[src/common/soc_pkg.sv]
// Address map, bus structs and boot image; all accesses are whole 64-bit words with byte enables
`default_nettype none

package soc_pkg;

  // ------------------------------------------------------------------------
  // Widths and address map
  // ------------------------------------------------------------------------
  localparam int unsigned AddrWidth  = 32;
  localparam int unsigned DataWidth  = 64;
  localparam int unsigned BeWidth    = DataWidth / 8;
  localparam int unsigned ByteOffset = $clog2(BeWidth);

  localparam logic [AddrWidth-1:0] RomBase     = 32'h0000_1000;
  localparam logic [AddrWidth-1:0] RomLength   = 32'h0000_1000;
  localparam logic [AddrWidth-1:0] ClintBase   = 32'h0200_0000;
  localparam logic [AddrWidth-1:0] ClintLength = 32'h0000_C000;
  localparam logic [AddrWidth-1:0] RamBase     = 32'h8000_0000;
  localparam int unsigned          RamWords    = 256;
  localparam logic [AddrWidth-1:0] RamLength   = AddrWidth'(RamWords * BeWidth);
  localparam int unsigned          RamIdxWidth = $clog2(RamWords);

  // Timer register offsets inside the CLINT window
  localparam int unsigned              ClintOffWidth  = $clog2(ClintLength);
  localparam logic [ClintOffWidth-1:0] MsipOffset     = 16'h0000;
  localparam logic [ClintOffWidth-1:0] MtimecmpOffset = 16'h4000;
  localparam logic [ClintOffWidth-1:0] MtimeOffset    = 16'hBFF8;

  // Boot image, the rest of the ROM window reads as zero
  localparam int unsigned RomWords    = 8;
  localparam int unsigned RomIdxWidth = $clog2(RomLength / BeWidth);
  localparam int unsigned RomSelWidth = $clog2(RomWords);
  localparam logic [DataWidth-1:0] RomImage [RomWords] = '{
    64'h0010_029b_0000_0297, 64'h0202_8293_01f2_9293, 64'hf140_2573_0000_0597,
    64'h0005_8593_0002_8067, 64'h1050_0073_ffdf_f06f, 64'h0000_0000_0000_0013,
    64'hdead_beef_cafe_f00d, 64'h0123_4567_89ab_cdef
  };

  // Debug request window after reset, in clk_i cycles
  localparam int unsigned DebugDelayCycles = 32;
  localparam int unsigned DebugCntWidth    = $clog2(DebugDelayCycles + 1);

  // Bus masters
  localparam int unsigned NumMasters  = 2;
  localparam int unsigned MstIdxWidth = $clog2(NumMasters);
  localparam int unsigned HostIdx     = 0;
  localparam int unsigned DebugIdx    = 1;

  // ------------------------------------------------------------------------
  // Bus types
  // ------------------------------------------------------------------------
  typedef struct packed {
    logic                 req;
    logic                 we;
    logic [AddrWidth-1:0] addr;
    logic [BeWidth-1:0]   be;
    logic [DataWidth-1:0] wdata;
  } bus_req_t;

  typedef struct packed {
    logic                 gnt;
    logic                 r_valid;
    logic [DataWidth-1:0] rdata;
    logic                 err;
  } bus_rsp_t;

  typedef enum logic [1:0] {ROM, RAM, CLINT, NONE} slave_sel_e;

  // Byte lanes of new_data replace old_data where be is set
  function automatic logic [DataWidth-1:0] be_merge(input logic [DataWidth-1:0] old_data,
                                                    input logic [DataWidth-1:0] new_data,
                                                    input logic [BeWidth-1:0]   be);
    logic [DataWidth-1:0] merged;
    merged = old_data;
    for (int i = 0; i < BeWidth; i++) begin
      if (be[i]) begin
        merged[i*8 +: 8] = new_data[i*8 +: 8];
      end
    end
    return merged;
  endfunction

endpackage

`default_nettype wire

[src/rtl/bus_arbiter.sv]
// Fixed priority, highest master index wins; one grant per cycle, responses follow one cycle later
`timescale 1ns/1ps
`default_nettype none

module bus_arbiter (
  input  logic                                        clk_i,
  input  logic                                        rst_ni,
  input  soc_pkg::bus_req_t [soc_pkg::NumMasters-1:0] mst_req_i,
  output soc_pkg::bus_rsp_t [soc_pkg::NumMasters-1:0] mst_rsp_o,
  output soc_pkg::bus_req_t                           slv_req_o,
  input  logic                                        slv_rvalid_i,
  input  logic [soc_pkg::DataWidth-1:0]               slv_rdata_i,
  input  logic                                        slv_err_i
);

  logic                            sel_valid;
  logic [soc_pkg::MstIdxWidth-1:0] sel_idx;
  logic [soc_pkg::MstIdxWidth-1:0] owner_q;

  // Later indexes override, so the debug port beats the host
  always_comb begin
    sel_valid = 1'b0;
    sel_idx   = '0;
    for (int i = 0; i < soc_pkg::NumMasters; i++) begin
      if (mst_req_i[i].req) begin
        sel_valid = 1'b1;
        sel_idx   = soc_pkg::MstIdxWidth'(i);
      end
    end
  end

  always_comb begin
    slv_req_o     = mst_req_i[sel_idx];
    slv_req_o.req = sel_valid;
  end

  // Owner of the access whose response arrives next cycle
  always_ff @(posedge clk_i or negedge rst_ni) begin
    if (!rst_ni) begin
      owner_q <= '0;
    end else if (sel_valid) begin
      owner_q <= sel_idx;
    end
  end

  for (genvar i = 0; i < soc_pkg::NumMasters; i++) begin : gen_rsp
    logic owns;
    assign owns                 = slv_rvalid_i && (owner_q == soc_pkg::MstIdxWidth'(i));
    assign mst_rsp_o[i].gnt     = sel_valid && (sel_idx == soc_pkg::MstIdxWidth'(i));
    assign mst_rsp_o[i].r_valid = owns;
    assign mst_rsp_o[i].rdata   = owns ? slv_rdata_i : '0;
    assign mst_rsp_o[i].err     = owns && slv_err_i;
  end

endmodule

`default_nettype wire

[config.mk]
export PLATFORM = sky130hd
export DESIGN_NAME = bus_arbiter
export DESIGN_NICKNAME = d
export VERILOG_FILES = /design/src/common/soc_pkg.sv /design/src/rtl/bus_arbiter.sv
export SDC_FILE = /design/constraint.sdc
export NUM_CORES = 1
export LEC_CHECK = 0
export BUFFER_PORTS_ARGS = -buffer_cell sky130_fd_sc_hd__buf_4
export CAP_MARGIN = 20
export CORE_AREA = 2 2 203 205
export CTS_BUF_LIST = sky130_fd_sc_hd__clkbuf_8
export CTS_CLUSTER_DIAMETER = 40
export DETAILED_ROUTE_END_ITERATION = 8
export DIE_AREA = 0 0 205 207
export HOLD_SLACK_MARGIN = 0.02
export PLACE_DENSITY = 0.34
export SLEW_MARGIN = 30
export SYNTH_ARGS = -nofsm -noshare
export SYNTH_HDL_FRONTEND = slang
export SYNTH_SLANG_ARGS = --single-unit
[constraint.sdc]
create_clock -name clk_i -period 2.7 [get_ports clk_i]
set_input_delay 0.675 -clock clk_i [delete_from_list [all_inputs] [get_ports clk_i]]
set_output_delay 0.675 -clock clk_i [all_outputs]
set_load 0.02 [all_outputs]
==> results.json <==
{
  "status": "complete, no violations",
  "synth_top_area_share_pct": 42.2,
  "num_rows": 74,
  "synth_nets": 559,
  "cellLeakagePower_uw": 0.00371,
  "die_height_um": 207,
  "ctsHoldBuffers": 0,
  "core_um2": 40400,
  "n_fill_cell": 4636,
  "p_clk_share_pct": 0,
  "pwr-share-seq_pct": 1.5,
  "hold_path_class": "input port to asynchronous set/reset pin",
  "setup_violations": 0,
  "reg_top3": "owner_q x1",
  "synth_flop_cell": "dfrtp_1",
  "initial_core_util_pct": 5.82,
  "gp_congestion": 0.820,
  "clkTransAtPathRegs_ns": 0,
  "p_per_area_nw_per_um2": 197,
  "synth_area_leaders": "mux2_2 42%, and2_1 18%, and3_1 17%",
  "whs_ns": 0.459,
  "avgSynthCellArea_um2": 8.42,
  "io_buffers": 519,
  "syn_to_final_growth_pct": 192,
  "first_iter_violations": 122,
  "cp-end-kind": "primary output",
  "vdd_drop_max_v": 0.0000988,
  "p_switching_uw": 635,
  "syn_area_um2": 2350,
  "grt_pass1_wl_um": 30500,
  "synth_top_cell_by_area": "mux2_2",
  "fmax_ghz": 0.394,
  "slew_headroom_pct": 71.8,
  "rsz0062_at_grt": "false",
  "final.min_clock_period_ns": 2.54,
  "synth.distinct_cells": 15,
  "antenna_found_initial": 6,
  "die_w_um": 205,
  "first_global_vias": 4155,
  "drc": 0,
  "yosysSeqAreaShare_pct": 1.06,
  "num_vias": 4172,
  "slew_viol_final": 0,
  "required_ns": 2.03,
  "ys_async_sr_fraction_pct": 100,
  "yosysMostFrequentCell": "mux2_2",
  "finalCritPeriodShare_pct": 94.1,
  "grt-ovfl-total": 0,
  "fin_worst_skew_ns": 0,
  "synth-edff-count": 0,
  "wl_um": 23500,
  "switching_share_pct": 47.0,
  "ys_warn_count": 0,
  "post_cts_buffers": 0,
  "clock_latency_ns": 0,
  "firstDrtPassIters": 4,
  "grt_max_degree": 67,
  "ys_ff_latch": 1,
  "hold_viol_final": 0,
  "drv_cap": 0,
  "nets": 1058,
  "dieArea_um2": 42400,
  "syn_inst": 279,
  "dp_slack_ns": 0.129,
  "track_usage_pct": 10.0,
  "fin_ws_ns": 0.160,
  "arrival_ns": 1.86,
  "finalSetupTns_ns": 0,
  "path_class": "input port to primary output",
  "finalPower_uw": 1350,
  "cp_max_fo": 28,
  "wire_per_inst_um": 17.9,
  "ios": 520,
  "viasPerCell": 3.18,
  "cts_resized": 0,
  "hpwl_um": 21400,
  "largest_reg_flops": 1,
  "power.internal_uw": 715,
  "largest_register": "owner_q",
  "drive_gt1_share_pct": 82.6,
  "p_comb_share_pct": 98.5,
  "worst_setup_path_start_kind": "input port",
  "postRouteAntennaNets": 0,
  "synth_common_cells": "88 x mux2_2, 66 x and2_1, 65 x and3_1",
  "tightest_slew_ns": 0.423
}
metal layers:
metal / global-route usage, % / share of wire, %
met1: 9.09 / 31
met2: 20.8 / 56
met3: 3.34 / 11
met4: 2.16 / 2.6
met5: 0 / 0.089
cell families after synthesis:
logic type	share of synthesized area, %
mux	53.0
flops	1.06
buf+inv	9.90
simple gates	35.7
compound gates	0.320
worst paths after layout:
path | start | endpoint | slack (ns) | depth (start not counted)
min reg2reg | owner_q | owner_q | 1.04 | 2
max | mst_req_i[211] | slv_req_o[3] | 0.16 | 4
min | rst_ni | owner_q | 0.46 | 1
max in group asynchronous | rst_ni | owner_q | 2.14 | 1
max reg2reg | owner_q | owner_q | 1.59 | 2
min in group clk_i | owner_q | owner_q | 1.04 | 2
per-stage QoR:
step           utilization, %  std cells  area (µm²)
3_5_place_dp             17.0       1308        6850
3_3_place_gp             17.0       1308        6850
4_1_cts                  17.0       1308        6850
5_1_grt                  17.0       1309        6850
2_1_floorplan               -        279        2350
6_report                 17.0       1313        6860
power groups by stage:
| stage | registers [µW] | clock network (µW) | logic (µW) |
|---|---|---|---|
| 6_report | 20.6 | 0.000118 | 1330 |
| 5_1_grt | 21.0 | 0.0000496 | 1400 |
| 4_1_cts | 20.9 | 0 | 1360 |
| 3_5_place_dp | 20.9 | 0 | 1350 |
| 3_3_place_gp | 21.0 | 0 | 1360 |
| 2_1_floorplan | 17.4 | 0 | 579 |
critical path: stages:
cell and delay [ns]:
buf_4 0.36, buf_4 0.21, mux2_2 0.41, buf_4 0.19
cells in the final DEF (no fill, tap or decap):
cell	count
diode_2	5
a21o_1	1
and3_1	65
buf_4	530
buf_12	4
inv_1	1
dfrtp_2	1
mux2_2	88
mux2_4	17
and2_1	66
nor2b_4	1
nor2_1	1
or2_1	1
cell type report:
type,instances,area (µm²),area share [%]
Timing Repair Buffer,534,4060,59.1
Multi-Input combinational cell,240,2100,30.6
Tap cell,532,666,9.70
Sequential cell,1,26.3,0.383
Antenna cell,5,12.5,0.182
Inverter,1,3.75,0.0547
(Power assumes the default switching activity.)
