### src/common/soc_pkg.sv
// Address map, bus structs and boot image; all accesses are whole 64-bit words with byte enables
`default_nettype none

package soc_pkg;

  // ------------------------------------------------------------------------
  // Widths and address map
  // ------------------------------------------------------------------------
  localparam int unsigned AddrWidth  = 32;
  localparam int unsigned DataWidth  = 64;
  localparam int unsigned BeWidth    = DataWidth / 8;
  localparam int unsigned ByteOffset = $clog2(BeWidth);

  localparam logic [AddrWidth-1:0] RomBase     = 32'h0000_1000;
  localparam logic [AddrWidth-1:0] RomLength   = 32'h0000_1000;
  localparam logic [AddrWidth-1:0] ClintBase   = 32'h0200_0000;
  localparam logic [AddrWidth-1:0] ClintLength = 32'h0000_C000;
  localparam logic [AddrWidth-1:0] RamBase     = 32'h8000_0000;
  localparam int unsigned          RamWords    = 256;
  localparam logic [AddrWidth-1:0] RamLength   = AddrWidth'(RamWords * BeWidth);
  localparam int unsigned          RamIdxWidth = $clog2(RamWords);

  // Timer register offsets inside the CLINT window
  localparam int unsigned              ClintOffWidth  = $clog2(ClintLength);
  localparam logic [ClintOffWidth-1:0] MsipOffset     = 16'h0000;
  localparam logic [ClintOffWidth-1:0] MtimecmpOffset = 16'h4000;
  localparam logic [ClintOffWidth-1:0] MtimeOffset    = 16'hBFF8;

  // Boot image, the rest of the ROM window reads as zero
  localparam int unsigned RomWords    = 8;
  localparam int unsigned RomIdxWidth = $clog2(RomLength / BeWidth);
  localparam int unsigned RomSelWidth = $clog2(RomWords);
  localparam logic [DataWidth-1:0] RomImage [RomWords] = '{
    64'h0010_029b_0000_0297, 64'h0202_8293_01f2_9293, 64'hf140_2573_0000_0597,
    64'h0005_8593_0002_8067, 64'h1050_0073_ffdf_f06f, 64'h0000_0000_0000_0013,
    64'hdead_beef_cafe_f00d, 64'h0123_4567_89ab_cdef
  };

  // Debug request window after reset, in clk_i cycles
  localparam int unsigned DebugDelayCycles = 32;
  localparam int unsigned DebugCntWidth    = $clog2(DebugDelayCycles + 1);

  // Bus masters
  localparam int unsigned NumMasters  = 2;
  localparam int unsigned MstIdxWidth = $clog2(NumMasters);
  localparam int unsigned HostIdx     = 0;
  localparam int unsigned DebugIdx    = 1;

  // ------------------------------------------------------------------------
  // Bus types
  // ------------------------------------------------------------------------
  typedef struct packed {
    logic                 req;
    logic                 we;
    logic [AddrWidth-1:0] addr;
    logic [BeWidth-1:0]   be;
    logic [DataWidth-1:0] wdata;
  } bus_req_t;

  typedef struct packed {
    logic                 gnt;
    logic                 r_valid;
    logic [DataWidth-1:0] rdata;
    logic                 err;
  } bus_rsp_t;

  typedef enum logic [1:0] {ROM, RAM, CLINT, NONE} slave_sel_e;

  // Byte lanes of new_data replace old_data where be is set
  function automatic logic [DataWidth-1:0] be_merge(input logic [DataWidth-1:0] old_data,
                                                    input logic [DataWidth-1:0] new_data,
                                                    input logic [BeWidth-1:0]   be);
    logic [DataWidth-1:0] merged;
    merged = old_data;
    for (int i = 0; i < BeWidth; i++) begin
      if (be[i]) begin
        merged[i*8 +: 8] = new_data[i*8 +: 8];
      end
    end
    return merged;
  endfunction

endpackage

`default_nettype wire

### src/rtl/boot_rom.sv
// Boot image is fixed at elaboration; words past the image inside the ROM window read as zero
`timescale 1ns/1ps
`default_nettype none

module boot_rom (
  input  logic                          clk_i,
  input  logic                          req_i,
  input  logic [soc_pkg::AddrWidth-1:0] addr_i,
  output logic [soc_pkg::DataWidth-1:0] rdata_o
);

  logic [soc_pkg::RomIdxWidth-1:0] idx;

  assign idx = addr_i[soc_pkg::ByteOffset +: soc_pkg::RomIdxWidth];

  always_ff @(posedge clk_i) begin
    if (req_i) begin
      if (idx < soc_pkg::RomWords) begin
        rdata_o <= soc_pkg::RomImage[idx[soc_pkg::RomSelWidth-1:0]];
      end else begin
        rdata_o <= '0;
      end
    end
  end

endmodule

`default_nettype wire

### config.mk
export PLATFORM = sky130hd
export DESIGN_NAME = boot_rom
export DESIGN_NICKNAME = d
export VERILOG_FILES = /design/src/common/soc_pkg.sv /design/src/rtl/boot_rom.sv
export SDC_FILE = /design/constraint.sdc
export NUM_CORES = 1
export LEC_CHECK = 0
export ABC_AREA = 1
export BUFFER_PORTS_ARGS = -buffer_cell sky130_fd_sc_hd__clkbuf_2
export CAP_MARGIN = 20
export CORE_AREA = 5 5 62 87
export CTS_BUF_LIST = sky130_fd_sc_hd__clkbuf_4
export DETAILED_ROUTE_END_ITERATION = 10
export DIE_AREA = 0 0 67 92
export GPL_ROUTABILITY_DRIVEN = 0
export PLACE_DENSITY = 0.83
export SLEW_MARGIN = 10
export SYNTH_ARGS = -nofsm -noshare
export SYNTH_HDL_FRONTEND = slang
export SYNTH_SLANG_ARGS = --single-unit
export TNS_END_PERCENT = 10
### constraint.sdc
create_clock -name clk_i -period 1.35 [get_ports clk_i]
set_clock_uncertainty 0.2 [all_clocks]
set_input_delay 0.27 -clock clk_i [delete_from_list [all_inputs] [get_ports clk_i]]
set_output_delay 0.27 -clock clk_i [all_outputs]
set_load 0.005 [all_outputs]
==> flow_metrics.env <==
export IMPL_yosys_register_bits=38
export IMPL_design_die_area_um2=6160
export IMPL_req_time_crit_path_ns=0.88
export IMPL_synth_edff_count=38
export IMPL_ioPinCount=98
export IMPL_maximum_number_of_pins_on_one_net_before_global_route_repair=39
export IMPL_tritoncts="done"
export IMPL_first_global_vias=1163
export IMPL_number_of_hold_violations_in_the_final_report=0
export IMPL_final_setup_viol_count=33
export IMPL_area_delta_synth_final_pct=28.3
export IMPL_preCtsSetupSlack_ns=-0.241
export IMPL_floorplan_die_width_um=67
export IMPL_synth_largest_area_cell="sky130_fd_sc_hd__edfxtp_1"
export IMPL_ys_flop_type="sky130_fd_sc_hd__edfxtp_1"
export IMPL_insertedDiodeCount=0
export IMPL_start_util_pct=40.1
export IMPL_crit_path_max_fanout=5
export IMPL_clockBufferDepth=2
export IMPL_num_vias=1244
export IMPL_synthesis_area_per_instance_um2=12.1
export IMPL_rsz0062_at_grt="yes"
export IMPL_irDropWorstVdd_v=0.000481
export IMPL_crit_chain="clkbuf_2"
export IMPL_firstDrtPassIters=4
export IMPL_asyncSetResetFlopFracSynth_pct=0
export IMPL_antenna_found_initial=0
export IMPL_worst_path_largest_cell_delay_ns=0.46
export IMPL_clkSlewWorstSetupHoldPaths_ns=0.13
export IMPL_path_class="reg2out"
export IMPL_hold_path_class="in2reg"
export IMPL_power_per_cell_area_nw_per_um2=1080
export IMPL_fill_cells=401
export IMPL_min_period_over_period_pct=105
export IMPL_portBuffers=74
export IMPL_detail_route_antenna_nets=0
export IMPL_floorplan_rows=29
export IMPL_yosys_top_cells_count="sky130_fd_sc_hd__edfxtp_1, sky130_fd_sc_hd__buf_4, sky130_fd_sc_hd__nor2_1"
export IMPL_cell_with_the_most_instances_after_synthesis="sky130_fd_sc_hd__edfxtp_1"
export IMPL_critical_path_startpoint_type="register"
export IMPL_netlist_area_um2=1790
export IMPL_floorplan_die_height_um=92
export IMPL_layout_top_registers="rdata_o x38"
export IMPL_grt_first_pass_wirelength_um=5720
export IMPL_setup_worst_path_end_class="output port"
export IMPL_final_setup_worst_slack_ns=-0.0691
export IMPL_final_critical_path_time_including_i_o_delays_and_setup_ns=1.42
export IMPL_fmax_ghz=0.705
export IMPL_ctsRootBufferMaster="sky130_fd_sc_hd__clkbuf_4"
export IMPL_instances_no_fill=286
export IMPL_critPathBufInv=1
export IMPL_yosysWarnings=0
export IMPL_floorplan_core_area_um2=4460
export IMPL_syn_inst=148
export IMPL_report_final_slew_viol_count=0
export IMPL_design_final_nets=264
export IMPL_cts_sinks=38
export IMPL_synth_cell_types=13
export IMPL_cts_inserted_buffers=5
export IMPL_drtIter0Drc=35
export IMPL_syn_num_nets=189
export IMPL_drc=0
export IMPL_route_final_wire_length_um=3630
export IMPL_cts_resized=0
export IMPL_largest_register="rdata_o"
export IMPL_synth_seq_area_share_pct=63.8
export IMPL_total_leakage_power_uw=0.00103
export IMPL_critPathArrivalTime_ns=0.95
export IMPL_layout_drive_gt1_share_pct=50.0
export IMPL_fraction_of_post_synthesis_cell_area_in_the_top_cell_type_by_area_pct=63.8
export IMPL_netlist_top_cells_area="sky130_fd_sc_hd__edfxtp_1, sky130_fd_sc_hd__buf_4, sky130_fd_sc_hd__a21oi_1, sky130_fd_sc_hd__ha_1, sky130_fd_sc_hd__nor2_1"
export IMPL_path_delay_family="flip-flops"
export IMPL_placed_cells_incl_taps=278
export IMPL_post_drt_wl_per_cell_um=12.7
export IMPL_cap_viol_max_count=0
export IMPL_global_route_usage_total_pct=12.5
export IMPL_max_slew_margin_pct=79.8
export IMPL_total_power_uw=2470
export IMPL_largest_register_ffs=38
export IMPL_worst_tran_pin_value_ns=0.304
export IMPL_post_detailed_placement_half_perimeter_wirelength_um=2800
export IMPL_overflow_left_after_global_routing=0
export IMPL_run_status="complete, but fails checks"
export IMPL_htreeDepth=2
export IMPL_crit_path_top_delay_cell="sky130_fd_sc_hd__edfxtp_1"
export IMPL_violations="setup timing"
export IMPL_route_detailed_vias_per_inst=4.35
worst paths after layout:
check                   start     endpoint  slack (ns)  cells after the start
setup / recovery  rdata_o[31]  rdata_o[27]       -0.07                      1
hold / removal          req_i  rdata_o[38]        0.17                      2
cells in the final DEF, fill, tap and decap left out, types with 3 or more instances in the layout:
| cell type | netlist | layout |
|---|---|---|
| sky130_fd_sc_hd__nor2_2 | 3 | 3 |
| sky130_fd_sc_hd__edfxtp_1 | 38 | 38 |
| sky130_fd_sc_hd__clkinvlp_4 | 0 | 3 |
| sky130_fd_sc_hd__inv_1 | 10 | 9 |
| sky130_fd_sc_hd__a21oi_1 | 21 | 21 |
| sky130_fd_sc_hd__clkbuf_4 | 0 | 5 |
| sky130_fd_sc_hd__nor2_1 | 23 | 23 |
| sky130_fd_sc_hd__nand2_1 | 11 | 11 |
| sky130_fd_sc_hd__clkbuf_2 | 0 | 74 |
| sky130_fd_sc_hd__ha_1 | 7 | 6 |
| sky130_fd_sc_hd__buf_4 | 27 | 22 |
| sky130_fd_sc_hd__nand4_1 | 3 | 3 |
layer usage:
metal	track usage [%]	up-vias	share of wire (%)
met3	3.30	8	6.4
met4	6.60	0	2.5
met5	0	-	0
met2	21.4	46	54
met1	13.6	562	37
li1	-	628	-
logic make-up after synthesis:
group | share of synthesized area, %
DFF | 63.8
and+or+nand+nor | 10.6
adders and majority gates | 4.89
buffers and inverters | 14.9
AOI/OAI and AO/OA | 5.87
per-stage QoR:
step	utilization (%)	instance area (µm²)	hold slack, ns	TNS [ns]
after global placement	49.6	2210	0.474	-4.07
after CTS	51.4	2300	0.173	-1.74
after detailed placement	49.6	2210	0.469	-4.94
after global routing	51.4	2300	0.161	-3.80
final	51.4	2300	0.170	-1.17
after floorplan	-	1810	0.182	0
cell type report:
class	count	area, µm²	share of cell area, %
Clock buffer	5	37.5	1.63
Clock inverter	3	45.0	1.96
Inverter	11	45.0	1.96
Multi-Input combinational cell	70	394	17.2
Sequential cell	38	1140	49.7
Tap cell	62	77.6	3.38
Timing Repair Buffer	97	556	24.2
where the power goes:
| part | switching [µW] | internal (µW) | total, µW | leakage [µW] |
|---|---|---|---|---|
| Combinational | 154 | 141 | 296 | 0.000636 |
| Sequential | 23.5 | 1360 | 1380 | 0.000361 |
| Clock | 407 | 389 | 795 | 0.0000374 |
| Total | 584 | 1890 | 2470 | 0.00103 |
repair_timing:
action                                  4_1_cts  5_1_grt
hold buffers                                  0        0
setup buffers                                 0        0
endpoints found under the setup margin       39       58
Note: power is estimated with default switching activity, not from simulation.
