File: src/common/soc_pkg.sv
// Address map, bus structs and boot image; all accesses are whole 64-bit words with byte enables
`default_nettype none

package soc_pkg;

  // ------------------------------------------------------------------------
  // Widths and address map
  // ------------------------------------------------------------------------
  localparam int unsigned AddrWidth  = 32;
  localparam int unsigned DataWidth  = 64;
  localparam int unsigned BeWidth    = DataWidth / 8;
  localparam int unsigned ByteOffset = $clog2(BeWidth);

  localparam logic [AddrWidth-1:0] RomBase     = 32'h0000_1000;
  localparam logic [AddrWidth-1:0] RomLength   = 32'h0000_1000;
  localparam logic [AddrWidth-1:0] ClintBase   = 32'h0200_0000;
  localparam logic [AddrWidth-1:0] ClintLength = 32'h0000_C000;
  localparam logic [AddrWidth-1:0] RamBase     = 32'h8000_0000;
  localparam int unsigned          RamWords    = 256;
  localparam logic [AddrWidth-1:0] RamLength   = AddrWidth'(RamWords * BeWidth);
  localparam int unsigned          RamIdxWidth = $clog2(RamWords);

  // Timer register offsets inside the CLINT window
  localparam int unsigned              ClintOffWidth  = $clog2(ClintLength);
  localparam logic [ClintOffWidth-1:0] MsipOffset     = 16'h0000;
  localparam logic [ClintOffWidth-1:0] MtimecmpOffset = 16'h4000;
  localparam logic [ClintOffWidth-1:0] MtimeOffset    = 16'hBFF8;

  // Boot image, the rest of the ROM window reads as zero
  localparam int unsigned RomWords    = 8;
  localparam int unsigned RomIdxWidth = $clog2(RomLength / BeWidth);
  localparam int unsigned RomSelWidth = $clog2(RomWords);
  localparam logic [DataWidth-1:0] RomImage [RomWords] = '{
    64'h0010_029b_0000_0297, 64'h0202_8293_01f2_9293, 64'hf140_2573_0000_0597,
    64'h0005_8593_0002_8067, 64'h1050_0073_ffdf_f06f, 64'h0000_0000_0000_0013,
    64'hdead_beef_cafe_f00d, 64'h0123_4567_89ab_cdef
  };

  // Debug request window after reset, in clk_i cycles
  localparam int unsigned DebugDelayCycles = 32;
  localparam int unsigned DebugCntWidth    = $clog2(DebugDelayCycles + 1);

  // Bus masters
  localparam int unsigned NumMasters  = 2;
  localparam int unsigned MstIdxWidth = $clog2(NumMasters);
  localparam int unsigned HostIdx     = 0;
  localparam int unsigned DebugIdx    = 1;

  // ------------------------------------------------------------------------
  // Bus types
  // ------------------------------------------------------------------------
  typedef struct packed {
    logic                 req;
    logic                 we;
    logic [AddrWidth-1:0] addr;
    logic [BeWidth-1:0]   be;
    logic [DataWidth-1:0] wdata;
  } bus_req_t;

  typedef struct packed {
    logic                 gnt;
    logic                 r_valid;
    logic [DataWidth-1:0] rdata;
    logic                 err;
  } bus_rsp_t;

  typedef enum logic [1:0] {ROM, RAM, CLINT, NONE} slave_sel_e;

  // Byte lanes of new_data replace old_data where be is set
  function automatic logic [DataWidth-1:0] be_merge(input logic [DataWidth-1:0] old_data,
                                                    input logic [DataWidth-1:0] new_data,
                                                    input logic [BeWidth-1:0]   be);
    logic [DataWidth-1:0] merged;
    merged = old_data;
    for (int i = 0; i < BeWidth; i++) begin
      if (be[i]) begin
        merged[i*8 +: 8] = new_data[i*8 +: 8];
      end
    end
    return merged;
  endfunction

endpackage

`default_nettype wire

File: src/rtl/clint_timer.sv
// Single hart timer; rtc_i must be a one-cycle pulse already synchronous to clk_i
`timescale 1ns/1ps
`default_nettype none

module clint_timer (
  input  logic                          clk_i,
  input  logic                          rst_ni,
  input  logic                          req_i,
  input  logic                          we_i,
  input  logic [soc_pkg::AddrWidth-1:0] addr_i,
  input  logic [soc_pkg::BeWidth-1:0]   be_i,
  input  logic [soc_pkg::DataWidth-1:0] wdata_i,
  output logic [soc_pkg::DataWidth-1:0] rdata_o,
  input  logic                          rtc_i,
  output logic                          timer_irq_o,
  output logic                          ipi_o
);

  logic [soc_pkg::ClintOffWidth-1:0] off;
  logic                              wr;
  logic                              msip_q;
  logic [soc_pkg::DataWidth-1:0]     mtime_q;
  logic [soc_pkg::DataWidth-1:0]     mtimecmp_q;
  logic [soc_pkg::DataWidth-1:0]     rd_val;

  // Word-aligned offset inside the CLINT window
  assign off = {addr_i[soc_pkg::ClintOffWidth-1:soc_pkg::ByteOffset],
                {soc_pkg::ByteOffset{1'b0}}};
  assign wr  = req_i && we_i;

  always_ff @(posedge clk_i or negedge rst_ni) begin
    if (!rst_ni) begin
      msip_q     <= 1'b0;
      mtime_q    <= '0;
      mtimecmp_q <= '1;
    end else begin
      if (wr && off == soc_pkg::MsipOffset && be_i[0]) begin
        msip_q <= wdata_i[0];
      end
      if (wr && off == soc_pkg::MtimecmpOffset) begin
        mtimecmp_q <= soc_pkg::be_merge(mtimecmp_q, wdata_i, be_i);
      end
      // Software write wins over the tick
      if (wr && off == soc_pkg::MtimeOffset) begin
        mtime_q <= soc_pkg::be_merge(mtime_q, wdata_i, be_i);
      end else if (rtc_i) begin
        mtime_q <= mtime_q + 1'b1;
      end
    end
  end

  always_comb begin
    unique case (off)
      soc_pkg::MsipOffset:     rd_val = {{(soc_pkg::DataWidth-1){1'b0}}, msip_q};
      soc_pkg::MtimecmpOffset: rd_val = mtimecmp_q;
      soc_pkg::MtimeOffset:    rd_val = mtime_q;
      default:                 rd_val = '0;
    endcase
  end

  always_ff @(posedge clk_i) begin
    if (req_i && !we_i) begin
      rdata_o <= rd_val;
    end
  end

  assign timer_irq_o = (mtime_q >= mtimecmp_q);
  assign ipi_o       = msip_q;

endmodule

`default_nettype wire

File: config.mk
export PLATFORM = sky130hd
export DESIGN_NAME = clint_timer
export DESIGN_NICKNAME = d
export VERILOG_FILES = /design/src/common/soc_pkg.sv /design/src/rtl/clint_timer.sv
export SDC_FILE = /design/constraint.sdc
export NUM_CORES = 1
export LEC_CHECK = 0
export BUFFER_PORTS_ARGS = -buffer_cell sky130_fd_sc_hd__buf_2
export CELL_PAD_IN_SITES_DETAIL_PLACEMENT = 1
export CELL_PAD_IN_SITES_GLOBAL_PLACEMENT = 1
export CORE_MARGIN = 2
export CORE_UTILIZATION = 45
export DETAILED_ROUTE_END_ITERATION = 10
export PLACE_DENSITY = 0.87
export SLEW_MARGIN = 25
export SYNTH_ARGS = -nofsm -noshare
export SYNTH_HDL_FRONTEND = slang
export SYNTH_SLANG_ARGS = --single-unit
export TNS_END_PERCENT = 10
File: constraint.sdc
create_clock -name clk_i -period 2.9 [get_ports clk_i]
set_clock_uncertainty 0.1 [all_clocks]
set_input_delay 0.145 -clock clk_i [delete_from_list [all_inputs] [get_ports clk_i]]
set_output_delay 0.145 -clock clk_i [all_outputs]
set_load 0.02 [all_outputs]
==> impl_metrics.json <==
{
  "status": "finished with violations",
  "violations": "negative setup slack",
  "ir_worst_vdd_mv": 0.341,
  "cts_max_level": 4,
  "grt_pass1_wl_um": 64900,
  "synth_edf_count": 64,
  "synth_top_area_cell": "edfxtp_1",
  "dp_hpwl_um": 26300,
  "rr_worst_depth": 6,
  "yosysSeqAreaShare_pct": 47.9,
  "wirelength_um": 46600,
  "critical_path_arrival_ns": 3.00,
  "timing.final.crit_share_pct": 112,
  "grt_antenna_before_repair": 3,
  "drv_cap": 0,
  "drt-pass1-iter-count": 7,
  "timing.slew.headroom_pct": 39.2,
  "synth.top_cell.area_share_pct": 17.6,
  "ys_types": 81,
  "finish.utilization_pct": 59.0,
  "syn_inst": 1018,
  "powerDensity_nw_per_um2": 432,
  "async_flop_share_pct": 66.8,
  "cts.sinks": 193,
  "numCtsBuffers": 17,
  "yosys_warnings": 0,
  "multiInputGateArea_sq_um": 5580,
  "io_buffers": 155,
  "start_kind": "flip-flop",
  "worstPathRequired_ns": 2.65,
  "cp-end-kind": "primary output",
  "filler_cell_count": 2627,
  "post-route-cell-area_sq_um": 14200,
  "wl_per_cell_um": 28.3,
  "vias": 11100,
  "maxSlewViolCount": 0,
  "start_util_pct": 45.3,
  "placed_area_sq_um": 12500,
  "ctsLongestPathBuffers": 2,
  "syn_nets": 1192,
  "setup_viol": 2,
  "cts_tree": "done",
  "rsz0062_at_grt": "true",
  "cp_max_fo": 3,
  "coreArea_sq_um": 24100,
  "io_pins": 175,
  "gp_routability_congestion": 0.929,
  "clk_latency_ns": 0.45,
  "finalHoldViolations": 0,
  "drive_above_1_share_pct": 37.0,
  "ys.flop_type": "dfrtp_1",
  "period_needed_ns": 3.24,
  "synthToLayoutAreaGrowth_pct": 30.1,
  "fmax_ghz": 0.309,
  "final_common_cell": "buf_2",
  "grt_pass1_vias": 11200,
  "ant_nets": 0,
  "worst_slack_ns": -0.341,
  "nets": 1484,
  "final_cell_mix": "153 x buf_2, 82 x buf_4, 79 x nand2_1",
  "min_path_type": "in -> reg",
  "tightest_slew_ns": 0.912,
  "die_area_sq_um": 25500,
  "overflow": 0,
  "ys_ff_latch": 193,
  "hold_path_depth": 3,
  "drc": 0,
  "path_class": "reg -> out",
  "synth_area_sq_um": 10900,
  "grt_max_degree": 65,
  "regArea_sq_um": 5230,
  "die_h_um": 160,
  "vias_per_cell": 6.73,
  "rows": 57,
  "finalHoldWorstSlack_ns": 0.0443,
  "netlist_top_cells_area": "edfxtp_1 18%, dfstp_2 15%, dfrtp_1 15%",
  "die_x_um": 160,
  "p_leak_nw": 6.00,
  "grt_usage_pct": 32.6,
  "drt_iter0_markers": 1290,
  "clkTransAtPathRegs_ns": 0.07,
  "syn_avg_cell_area_sq_um": 10.7,
  "cts_root_buffer": "clkbuf_16"
}
[synthesized netlist by cell type, types with 6 or more instances]
cell       n
a211o_1    6
inv_1     71
nor3_1    26
a311oi_1   7
nand2_1   80
and2_1     7
o21ai_0   35
o32ai_1    6
a22o_1    56
and3_1    19
clkbuf_1  22
nand3_1   36
mux2_2    65
nor2_1    63
and4_1     9
ha_1      65
a211oi_1  23
a21oi_1   63
o22a_1     7
o21a_1     7
o22ai_1    9
dfstp_2   64
dfrtp_1   65
nand4_1   22
nor4_1    11
edfxtp_1  64
[logic make-up (layout without fill, tap and decap cells)]
family,count (synthesis),count (layout),share of synthesized area [%]
AO/OA/AOI/OAI,265,265,17.5
multiplexers,67,67,6.88
flip-flops,193,193,47.9
other,0,3,0
buffers and inverters,106,411,4.18
adder cells (fa/ha/maj),65,65,7.44
AND/OR/NAND/NOR,318,318,15.9
XOR/XNOR,4,4,0.321
[layer usage]
metal	up-vias	wire, um	global-route usage [%]
li1	4455	-	-
met1	5452	17300	40.5
met2	900	21300	53.3
met3	298	4480	6.26
met4	0	3570	19.3
met5	-	0	0
[final cells by class]
class	count	share of cell area, %
inverters	72	2.00
well taps	324	2.85
repair buffers	307	15.1
diodes	3	0.0528
flip-flops and latches	193	36.8
multi-input cells	719	39.3
clock buffers	17	2.99
clock inverters	15	0.933
[worst max-delay path: stages, from the launching register on]
cell      delay (ns)
dfstp_2         0.56
inv_1           0.06
ha_1            0.32
a21oi_2         0.19
o21ai_2         0.11
a221oi_2        0.26
o211ai_1        0.30
a211oi_2        0.34
o31ai_2         0.11
buf_4           0.16
buf_6           0.13
[power by group]
group / internal [mW] / switching [mW]
Sequential: 2.89 / 0.112
Clock: 1.19 / 1.18
Combinational: 0.328 / 0.435
Total: 4.41 / 1.73
[path summary, 6_finish.rpt]
kind                                startpoint        endpoint  slack (ns)
worst max-delay path            mtimecmp_q[39]     timer_irq_o       -0.34
worst min-delay path                addr_i[14]           ipi_o        0.04
worst max register to register     mtime_q[18]     mtime_q[45]       -0.02
worst min register to register           ipi_o           ipi_o        0.46
max in group asynchronous               rst_ni  mtimecmp_q[50]        1.61
min in group asynchronous               rst_ni      mtime_q[1]        0.19
[flip-flops by register name, summed over array words and instances, names as in the netlist]
name        cells
ipi_o           1
mtime_q        64
mtimecmp_q     64
rdata_o        64
[through the flow]
step / worst slack, ns / TNS, ns / instances / power [mW]
2_1_floorplan: 0.544 / 0 / 1018 / 3.28
3_5_place_dp: 0.104 / 0 / 1528 / 3.59
6_report: -0.341 / -0.361 / 1650 / 6.15
5_1_grt: -0.445 / -0.639 / 1650 / 6.30
3_3_place_gp: 0.155 / 0 / 1528 / 3.55
4_1_cts: 0.000261 / 0 / 1644 / 6.02
[timing repair]
action,in CTS,in global routing
hold endpoints to repair,141,0
buffers inserted,17,3
pin swaps,24,9
resized for setup,37,18
setup endpoints to repair,1,1
hold buffers,67,0
(Power assumes the default switching activity.)
