==> src/common/soc_pkg.sv <==
// Address map, bus structs and boot image; all accesses are whole 64-bit words with byte enables
`default_nettype none

package soc_pkg;

  // ------------------------------------------------------------------------
  // Widths and address map
  // ------------------------------------------------------------------------
  localparam int unsigned AddrWidth  = 32;
  localparam int unsigned DataWidth  = 64;
  localparam int unsigned BeWidth    = DataWidth / 8;
  localparam int unsigned ByteOffset = $clog2(BeWidth);

  localparam logic [AddrWidth-1:0] RomBase     = 32'h0000_1000;
  localparam logic [AddrWidth-1:0] RomLength   = 32'h0000_1000;
  localparam logic [AddrWidth-1:0] ClintBase   = 32'h0200_0000;
  localparam logic [AddrWidth-1:0] ClintLength = 32'h0000_C000;
  localparam logic [AddrWidth-1:0] RamBase     = 32'h8000_0000;
  localparam int unsigned          RamWords    = 256;
  localparam logic [AddrWidth-1:0] RamLength   = AddrWidth'(RamWords * BeWidth);
  localparam int unsigned          RamIdxWidth = $clog2(RamWords);

  // Timer register offsets inside the CLINT window
  localparam int unsigned              ClintOffWidth  = $clog2(ClintLength);
  localparam logic [ClintOffWidth-1:0] MsipOffset     = 16'h0000;
  localparam logic [ClintOffWidth-1:0] MtimecmpOffset = 16'h4000;
  localparam logic [ClintOffWidth-1:0] MtimeOffset    = 16'hBFF8;

  // Boot image, the rest of the ROM window reads as zero
  localparam int unsigned RomWords    = 8;
  localparam int unsigned RomIdxWidth = $clog2(RomLength / BeWidth);
  localparam int unsigned RomSelWidth = $clog2(RomWords);
  localparam logic [DataWidth-1:0] RomImage [RomWords] = '{
    64'h0010_029b_0000_0297, 64'h0202_8293_01f2_9293, 64'hf140_2573_0000_0597,
    64'h0005_8593_0002_8067, 64'h1050_0073_ffdf_f06f, 64'h0000_0000_0000_0013,
    64'hdead_beef_cafe_f00d, 64'h0123_4567_89ab_cdef
  };

  // Debug request window after reset, in clk_i cycles
  localparam int unsigned DebugDelayCycles = 32;
  localparam int unsigned DebugCntWidth    = $clog2(DebugDelayCycles + 1);

  // Bus masters
  localparam int unsigned NumMasters  = 2;
  localparam int unsigned MstIdxWidth = $clog2(NumMasters);
  localparam int unsigned HostIdx     = 0;
  localparam int unsigned DebugIdx    = 1;

  // ------------------------------------------------------------------------
  // Bus types
  // ------------------------------------------------------------------------
  typedef struct packed {
    logic                 req;
    logic                 we;
    logic [AddrWidth-1:0] addr;
    logic [BeWidth-1:0]   be;
    logic [DataWidth-1:0] wdata;
  } bus_req_t;

  typedef struct packed {
    logic                 gnt;
    logic                 r_valid;
    logic [DataWidth-1:0] rdata;
    logic                 err;
  } bus_rsp_t;

  typedef enum logic [1:0] {ROM, RAM, CLINT, NONE} slave_sel_e;

  // Byte lanes of new_data replace old_data where be is set
  function automatic logic [DataWidth-1:0] be_merge(input logic [DataWidth-1:0] old_data,
                                                    input logic [DataWidth-1:0] new_data,
                                                    input logic [BeWidth-1:0]   be);
    logic [DataWidth-1:0] merged;
    merged = old_data;
    for (int i = 0; i < BeWidth; i++) begin
      if (be[i]) begin
        merged[i*8 +: 8] = new_data[i*8 +: 8];
      end
    end
    return merged;
  endfunction

endpackage

`default_nettype wire

==> src/rtl/addr_decoder.sv <==
// Routes a granted access to one slave; unmapped addresses and ROM writes answer err with zero data
`timescale 1ns/1ps
`default_nettype none

module addr_decoder (
  input  logic                          clk_i,
  input  logic                          rst_ni,
  input  soc_pkg::bus_req_t             req_i,
  output logic                          rom_req_o,
  output logic                          ram_req_o,
  output logic                          clint_req_o,
  input  logic [soc_pkg::DataWidth-1:0] rom_rdata_i,
  input  logic [soc_pkg::DataWidth-1:0] ram_rdata_i,
  input  logic [soc_pkg::DataWidth-1:0] clint_rdata_i,
  output logic                          rvalid_o,
  output logic [soc_pkg::DataWidth-1:0] rdata_o,
  output logic                          err_o
);

  soc_pkg::slave_sel_e sel;
  soc_pkg::slave_sel_e sel_q;
  logic                err;
  logic                err_q;
  logic                valid_q;

  always_comb begin
    if (req_i.addr >= soc_pkg::RomBase && req_i.addr < soc_pkg::RomBase + soc_pkg::RomLength) begin
      sel = soc_pkg::ROM;
    end else if (req_i.addr >= soc_pkg::RamBase &&
                 req_i.addr < soc_pkg::RamBase + soc_pkg::RamLength) begin
      sel = soc_pkg::RAM;
    end else if (req_i.addr >= soc_pkg::ClintBase &&
                 req_i.addr < soc_pkg::ClintBase + soc_pkg::ClintLength) begin
      sel = soc_pkg::CLINT;
    end else begin
      sel = soc_pkg::NONE;
    end
  end

  assign err = req_i.req && ((sel == soc_pkg::NONE) || (sel == soc_pkg::ROM && req_i.we));

  assign rom_req_o   = req_i.req && !err && (sel == soc_pkg::ROM);
  assign ram_req_o   = req_i.req && !err && (sel == soc_pkg::RAM);
  assign clint_req_o = req_i.req && !err && (sel == soc_pkg::CLINT);

  // Writes and errors return no data, so they select NONE
  always_ff @(posedge clk_i or negedge rst_ni) begin
    if (!rst_ni) begin
      valid_q <= 1'b0;
      err_q   <= 1'b0;
      sel_q   <= soc_pkg::NONE;
    end else begin
      valid_q <= req_i.req;
      err_q   <= err;
      sel_q   <= (req_i.req && !err && !req_i.we) ? sel : soc_pkg::NONE;
    end
  end

  assign rvalid_o = valid_q;
  assign err_o    = err_q;

  always_comb begin
    unique case (sel_q)
      soc_pkg::ROM:   rdata_o = rom_rdata_i;
      soc_pkg::RAM:   rdata_o = ram_rdata_i;
      soc_pkg::CLINT: rdata_o = clint_rdata_i;
      default:        rdata_o = '0;
    endcase
  end

endmodule

`default_nettype wire

==> config.mk <==
export PLATFORM = sky130hd
export DESIGN_NAME = addr_decoder
export DESIGN_NICKNAME = d
export VERILOG_FILES = /design/src/common/soc_pkg.sv /design/src/rtl/addr_decoder.sv
export SDC_FILE = /design/constraint.sdc
export NUM_CORES = 1
export LEC_CHECK = 0
export BUFFER_PORTS_ARGS = -buffer_cell sky130_fd_sc_hd__buf_2
export CELL_PAD_IN_SITES_DETAIL_PLACEMENT = 1
export CELL_PAD_IN_SITES_GLOBAL_PLACEMENT = 2
export CORE_AREA = 5 5 139 141
export CTS_CLUSTER_DIAMETER = 150
export DETAILED_ROUTE_END_ITERATION = 12
export DIE_AREA = 0 0 144 146
export MAX_ROUTING_LAYER = met4
export PLACE_DENSITY_LB_ADDON = 0.1
export SYNTH_ARGS = -nofsm -noshare
export SYNTH_HDL_FRONTEND = slang
export SYNTH_SLANG_ARGS = --single-unit
==> constraint.sdc <==
create_clock -name clk_i -period 1.9 [get_ports clk_i]
set_clock_uncertainty 0.1 [all_clocks]
set_input_delay 0.19 -clock clk_i [delete_from_list [all_inputs] [get_ports clk_i]]
set_output_delay 0.19 -clock clk_i [all_outputs]
set_load 0.02 [all_outputs]
==> impl_metrics.csv <==
group,metric,value,unit
power_and_ir_drop,power_density,180,nW/µm²
yosys,synth-simple-area-share,0.244,
hold_path,hp-class,"primary input to flop",
power_and_ir_drop,p_comb_frac,0.399,
grt,grt_pass1_wl,18300,µm
place,globalplace.congestion,0.730,
power_and_ir_drop,internal_power,556,µW
timing,drv_slew,0,
route,routed_via_density,3.81,
grt,grt_max_degree,65,
hold_path,hp-start,"req_i[105]",
critical_path,cp_slowest_cell,"dfstp_4",
yosys,syn_avg_cell_area,6.46,µm²
cells_and_area,final_cell_mix,"buf_2, nand2_1, mux2i_1",
timing,setup_viol_count_final,57,
place,hpwl,9750,µm
yosys,yosys-top-cells-area,"mux2i_1, o21ai_0, nand2_1",
critical_path,end_kind,"primary output",
job,drv_cap,0,
critical_path,critPathKind,"flop to primary output",
yosys,synth_ff_type,"dfstp_2",
yosys,synth_mux_area_frac,0.408,
timing,rsz0062_at_grt,"true",
critical_path,startpoint_type,"flop",
critical_path,required,1610,ps
floorplanning,die_y,146,µm
yosys,synthArstFlopShare,1.00,
grt,track_usage,0.114,
yosys,yosys.area.top_type,"mux2i_1",
cells_and_area,area_delta_synth_final,152,%
yosys,synth_top_area_share,0.408,
grt,antenna_found_initial,1,
cells_and_area,mostFrequentLayoutCell,"buf_2",
critical_path,critical-path-max-stage-delay,630,ps
cts,cts_inserted_buffers,3,
yosys,synth_warnings,0,
yosys,netlist_area,1570,µm²
power_and_ir_drop,pwr-share-clk,0.476,
place,dp_cells,743,
cts,clk_pin_slew_worst_paths,30,ps
route,wl_per_cell,17.0,µm
power_and_ir_drop,p_leak,0.00245,µW
power_and_ir_drop,seq_power_share,0.125,
floorplanning,core,17800,µm²
route,routed_wl,13200,µm
yosys,synth_top_family_by_area,"multiplexers",
floorplanning,rows,49,
critical_path,critPathMaxFanout,5,
cells_and_area,final_cell_area,3950,µm²
hold_path,holdPathStages,1,
route,drt_iter0_markers,37,
grt,first_global_vias,3260,
cells_and_area,finalNonFillerCells,774,
cts,h-tree-depth,1,
yosys,ys_types,21,
yosys,synth_fp_nets,543,
floorplanning,die_w,144,µm
route,drt-pass1-iter-count,4,
timing,fin_crit_sh,1.02,
cts,clkSinkCount,4,
cts,clockBufferDepth,2,
yosys,synth_xor_area_frac,0,
timing,worst_pin_slew,365,ps
critical_path,crit_chain,"buf_6 > buf_12 > buf_12 > mux2i_1 > o21ai_0 > buf_2",
timing,fin_crit,1940,ps
timing,hold_viol_final,0,
critical_path,cp_common_cell,"buf_12",
timing,fin_tns_setup,-800,ps
floorplanning,fp.dieArea,21000,µm²
yosys,synth-seq-area-share,0.0654,
timing,max_freq,516,MHz
power_and_ir_drop,p_sw,153,µW
cts,cts_tree,"yes",
floorplanning,initial_core_util,0.0879,
critical_path,crit_arrival,1650,ps
grt,grt-ovfl-total,0,
yosys,synthAdderAreaFrac,0,
hold_path,hold_path_end,"rvalid_o",
route,ant_nets,0,
floorplanning,io_pins,369,
yosys,syn_inst,243,
place,placed_cell_area,3310,µm²
yosys,synth_compound_area_frac,0.216,
yosys,synth_edf_count,0,
yosys,synth_seq_cells,4,
cells_and_area,nNetsFinal,845,
run_status,status,"finished with violations",
power_and_ir_drop,swShare,0.216,
route,vias,2951,
timing,whs,24.7,ps
route,drc,0,
cells_and_area,drive_gt1_frac,0.607,
power_and_ir_drop,ir_drop,0.389,mV
place,portBuffers,285,
run_status,violations,"negative setup slack",
timing,slew_headroom,0.754,
timing,setup_slack,-38.9,ps
cts,clockRootBuffer,"clkbuf_16",
[Yosys cell counts (all sizes together) (2+ instances only)]
cell type	instances
and2	3
nor3	2
nand3	3
nor4	3
nor2b	2
nor2	4
dfrtp	2
buf	15
o21ai	65
mux2i	64
nand2	66
clkbuf	6
dfstp	2
[critical path: cells and delay by family, from the launching register on]
kind | cells | cell delay [ps]
AO/OA/AOI/OAI | 1 | 80
buffers and inverters | 4 | 550
flip-flops | 1 | 630
multiplexers | 1 | 170
[stage by stage]
step | util | setup WS, ps | power (µW)
2_1_floorplan | - | 104 | 140
3_3_place_gp | 0.185 | 145 | 362
3_5_place_dp | 0.185 | 119 | 370
4_1_cts | 0.209 | -51.0 | 719
5_1_grt | 0.221 | -132 | 765
6_report | 0.221 | -38.9 | 709
[kinds of logic (layout without fill, tap and decap cells)]
group	after synthesis	in the layout
flops	4	4
mux	64	64
simple gates	86	86
other cells	0	1
compound gates	67	67
buf+inv	22	323
[sequential cells by signal, summed over array words and instances, names as in the netlist]
| signal | cells |
|---|---|
| rvalid_o | 1 |
| sel_q | 2 |
| err_o | 1 |
[power by group through the flow]
stage / clock [µW] / combinational, µW / sequential (µW)
6_report: 337 / 283 / 88.5
5_1_grt: 358 / 318 / 88.8
4_1_cts: 345 / 286 / 88.6
3_5_place_dp: 0 / 280 / 89.4
3_3_place_gp: 0 / 273 / 89.2
2_1_floorplan: 0 / 47.8 / 92.4
[per-layer routing]
layer  track usage  share of wire  vias up  wire length, µm
li1              -              -     1474                -
met1         0.122           0.39     1330             5110
met2         0.222           0.53      141             7000
met3        0.0204          0.073        6              966
met4        0.0113         0.0064        0               84
met5             -              0        -                0
[how the worst max path moves through the flow]
stage	from	cells after the start	to	slack [ps]
CTS	sel_q[0]	7	rdata_o[33]	-50
floorplan	sel_q[0]	4	rdata_o[0]	100
finish	sel_q[0]	6	rdata_o[48]	-40
global placement	sel_q[0]	4	rdata_o[11]	140
global route	sel_q[0]	5	rdata_o[21]	-130
detailed placement	sel_q[0]	4	rdata_o[21]	120
[cell type report]
class,count,area [µm²]
fill,2231,13900
timing repair buffer,318,2080
sequential,4,106
tap,229,287
clock buffer,4,78.8
inverter,1,3.75
antenna,1,2.50
multi-input combinational,217,1390
[repair_timing]
| action | 4_1_cts | 5_1_grt |
|---|---|---|
| endpoints found under the setup margin | 42 | 64 |
| resized for setup | 24 | 10 |
| cloned | 5 | 8 |
| hold buffers | 1 | 0 |
| hold endpoints to repair | 4 | 0 |
| buffers inserted | 11 | 2 |
| pin swaps | 1 | 1 |
Note: power is estimated with default switching activity, not from simulation.
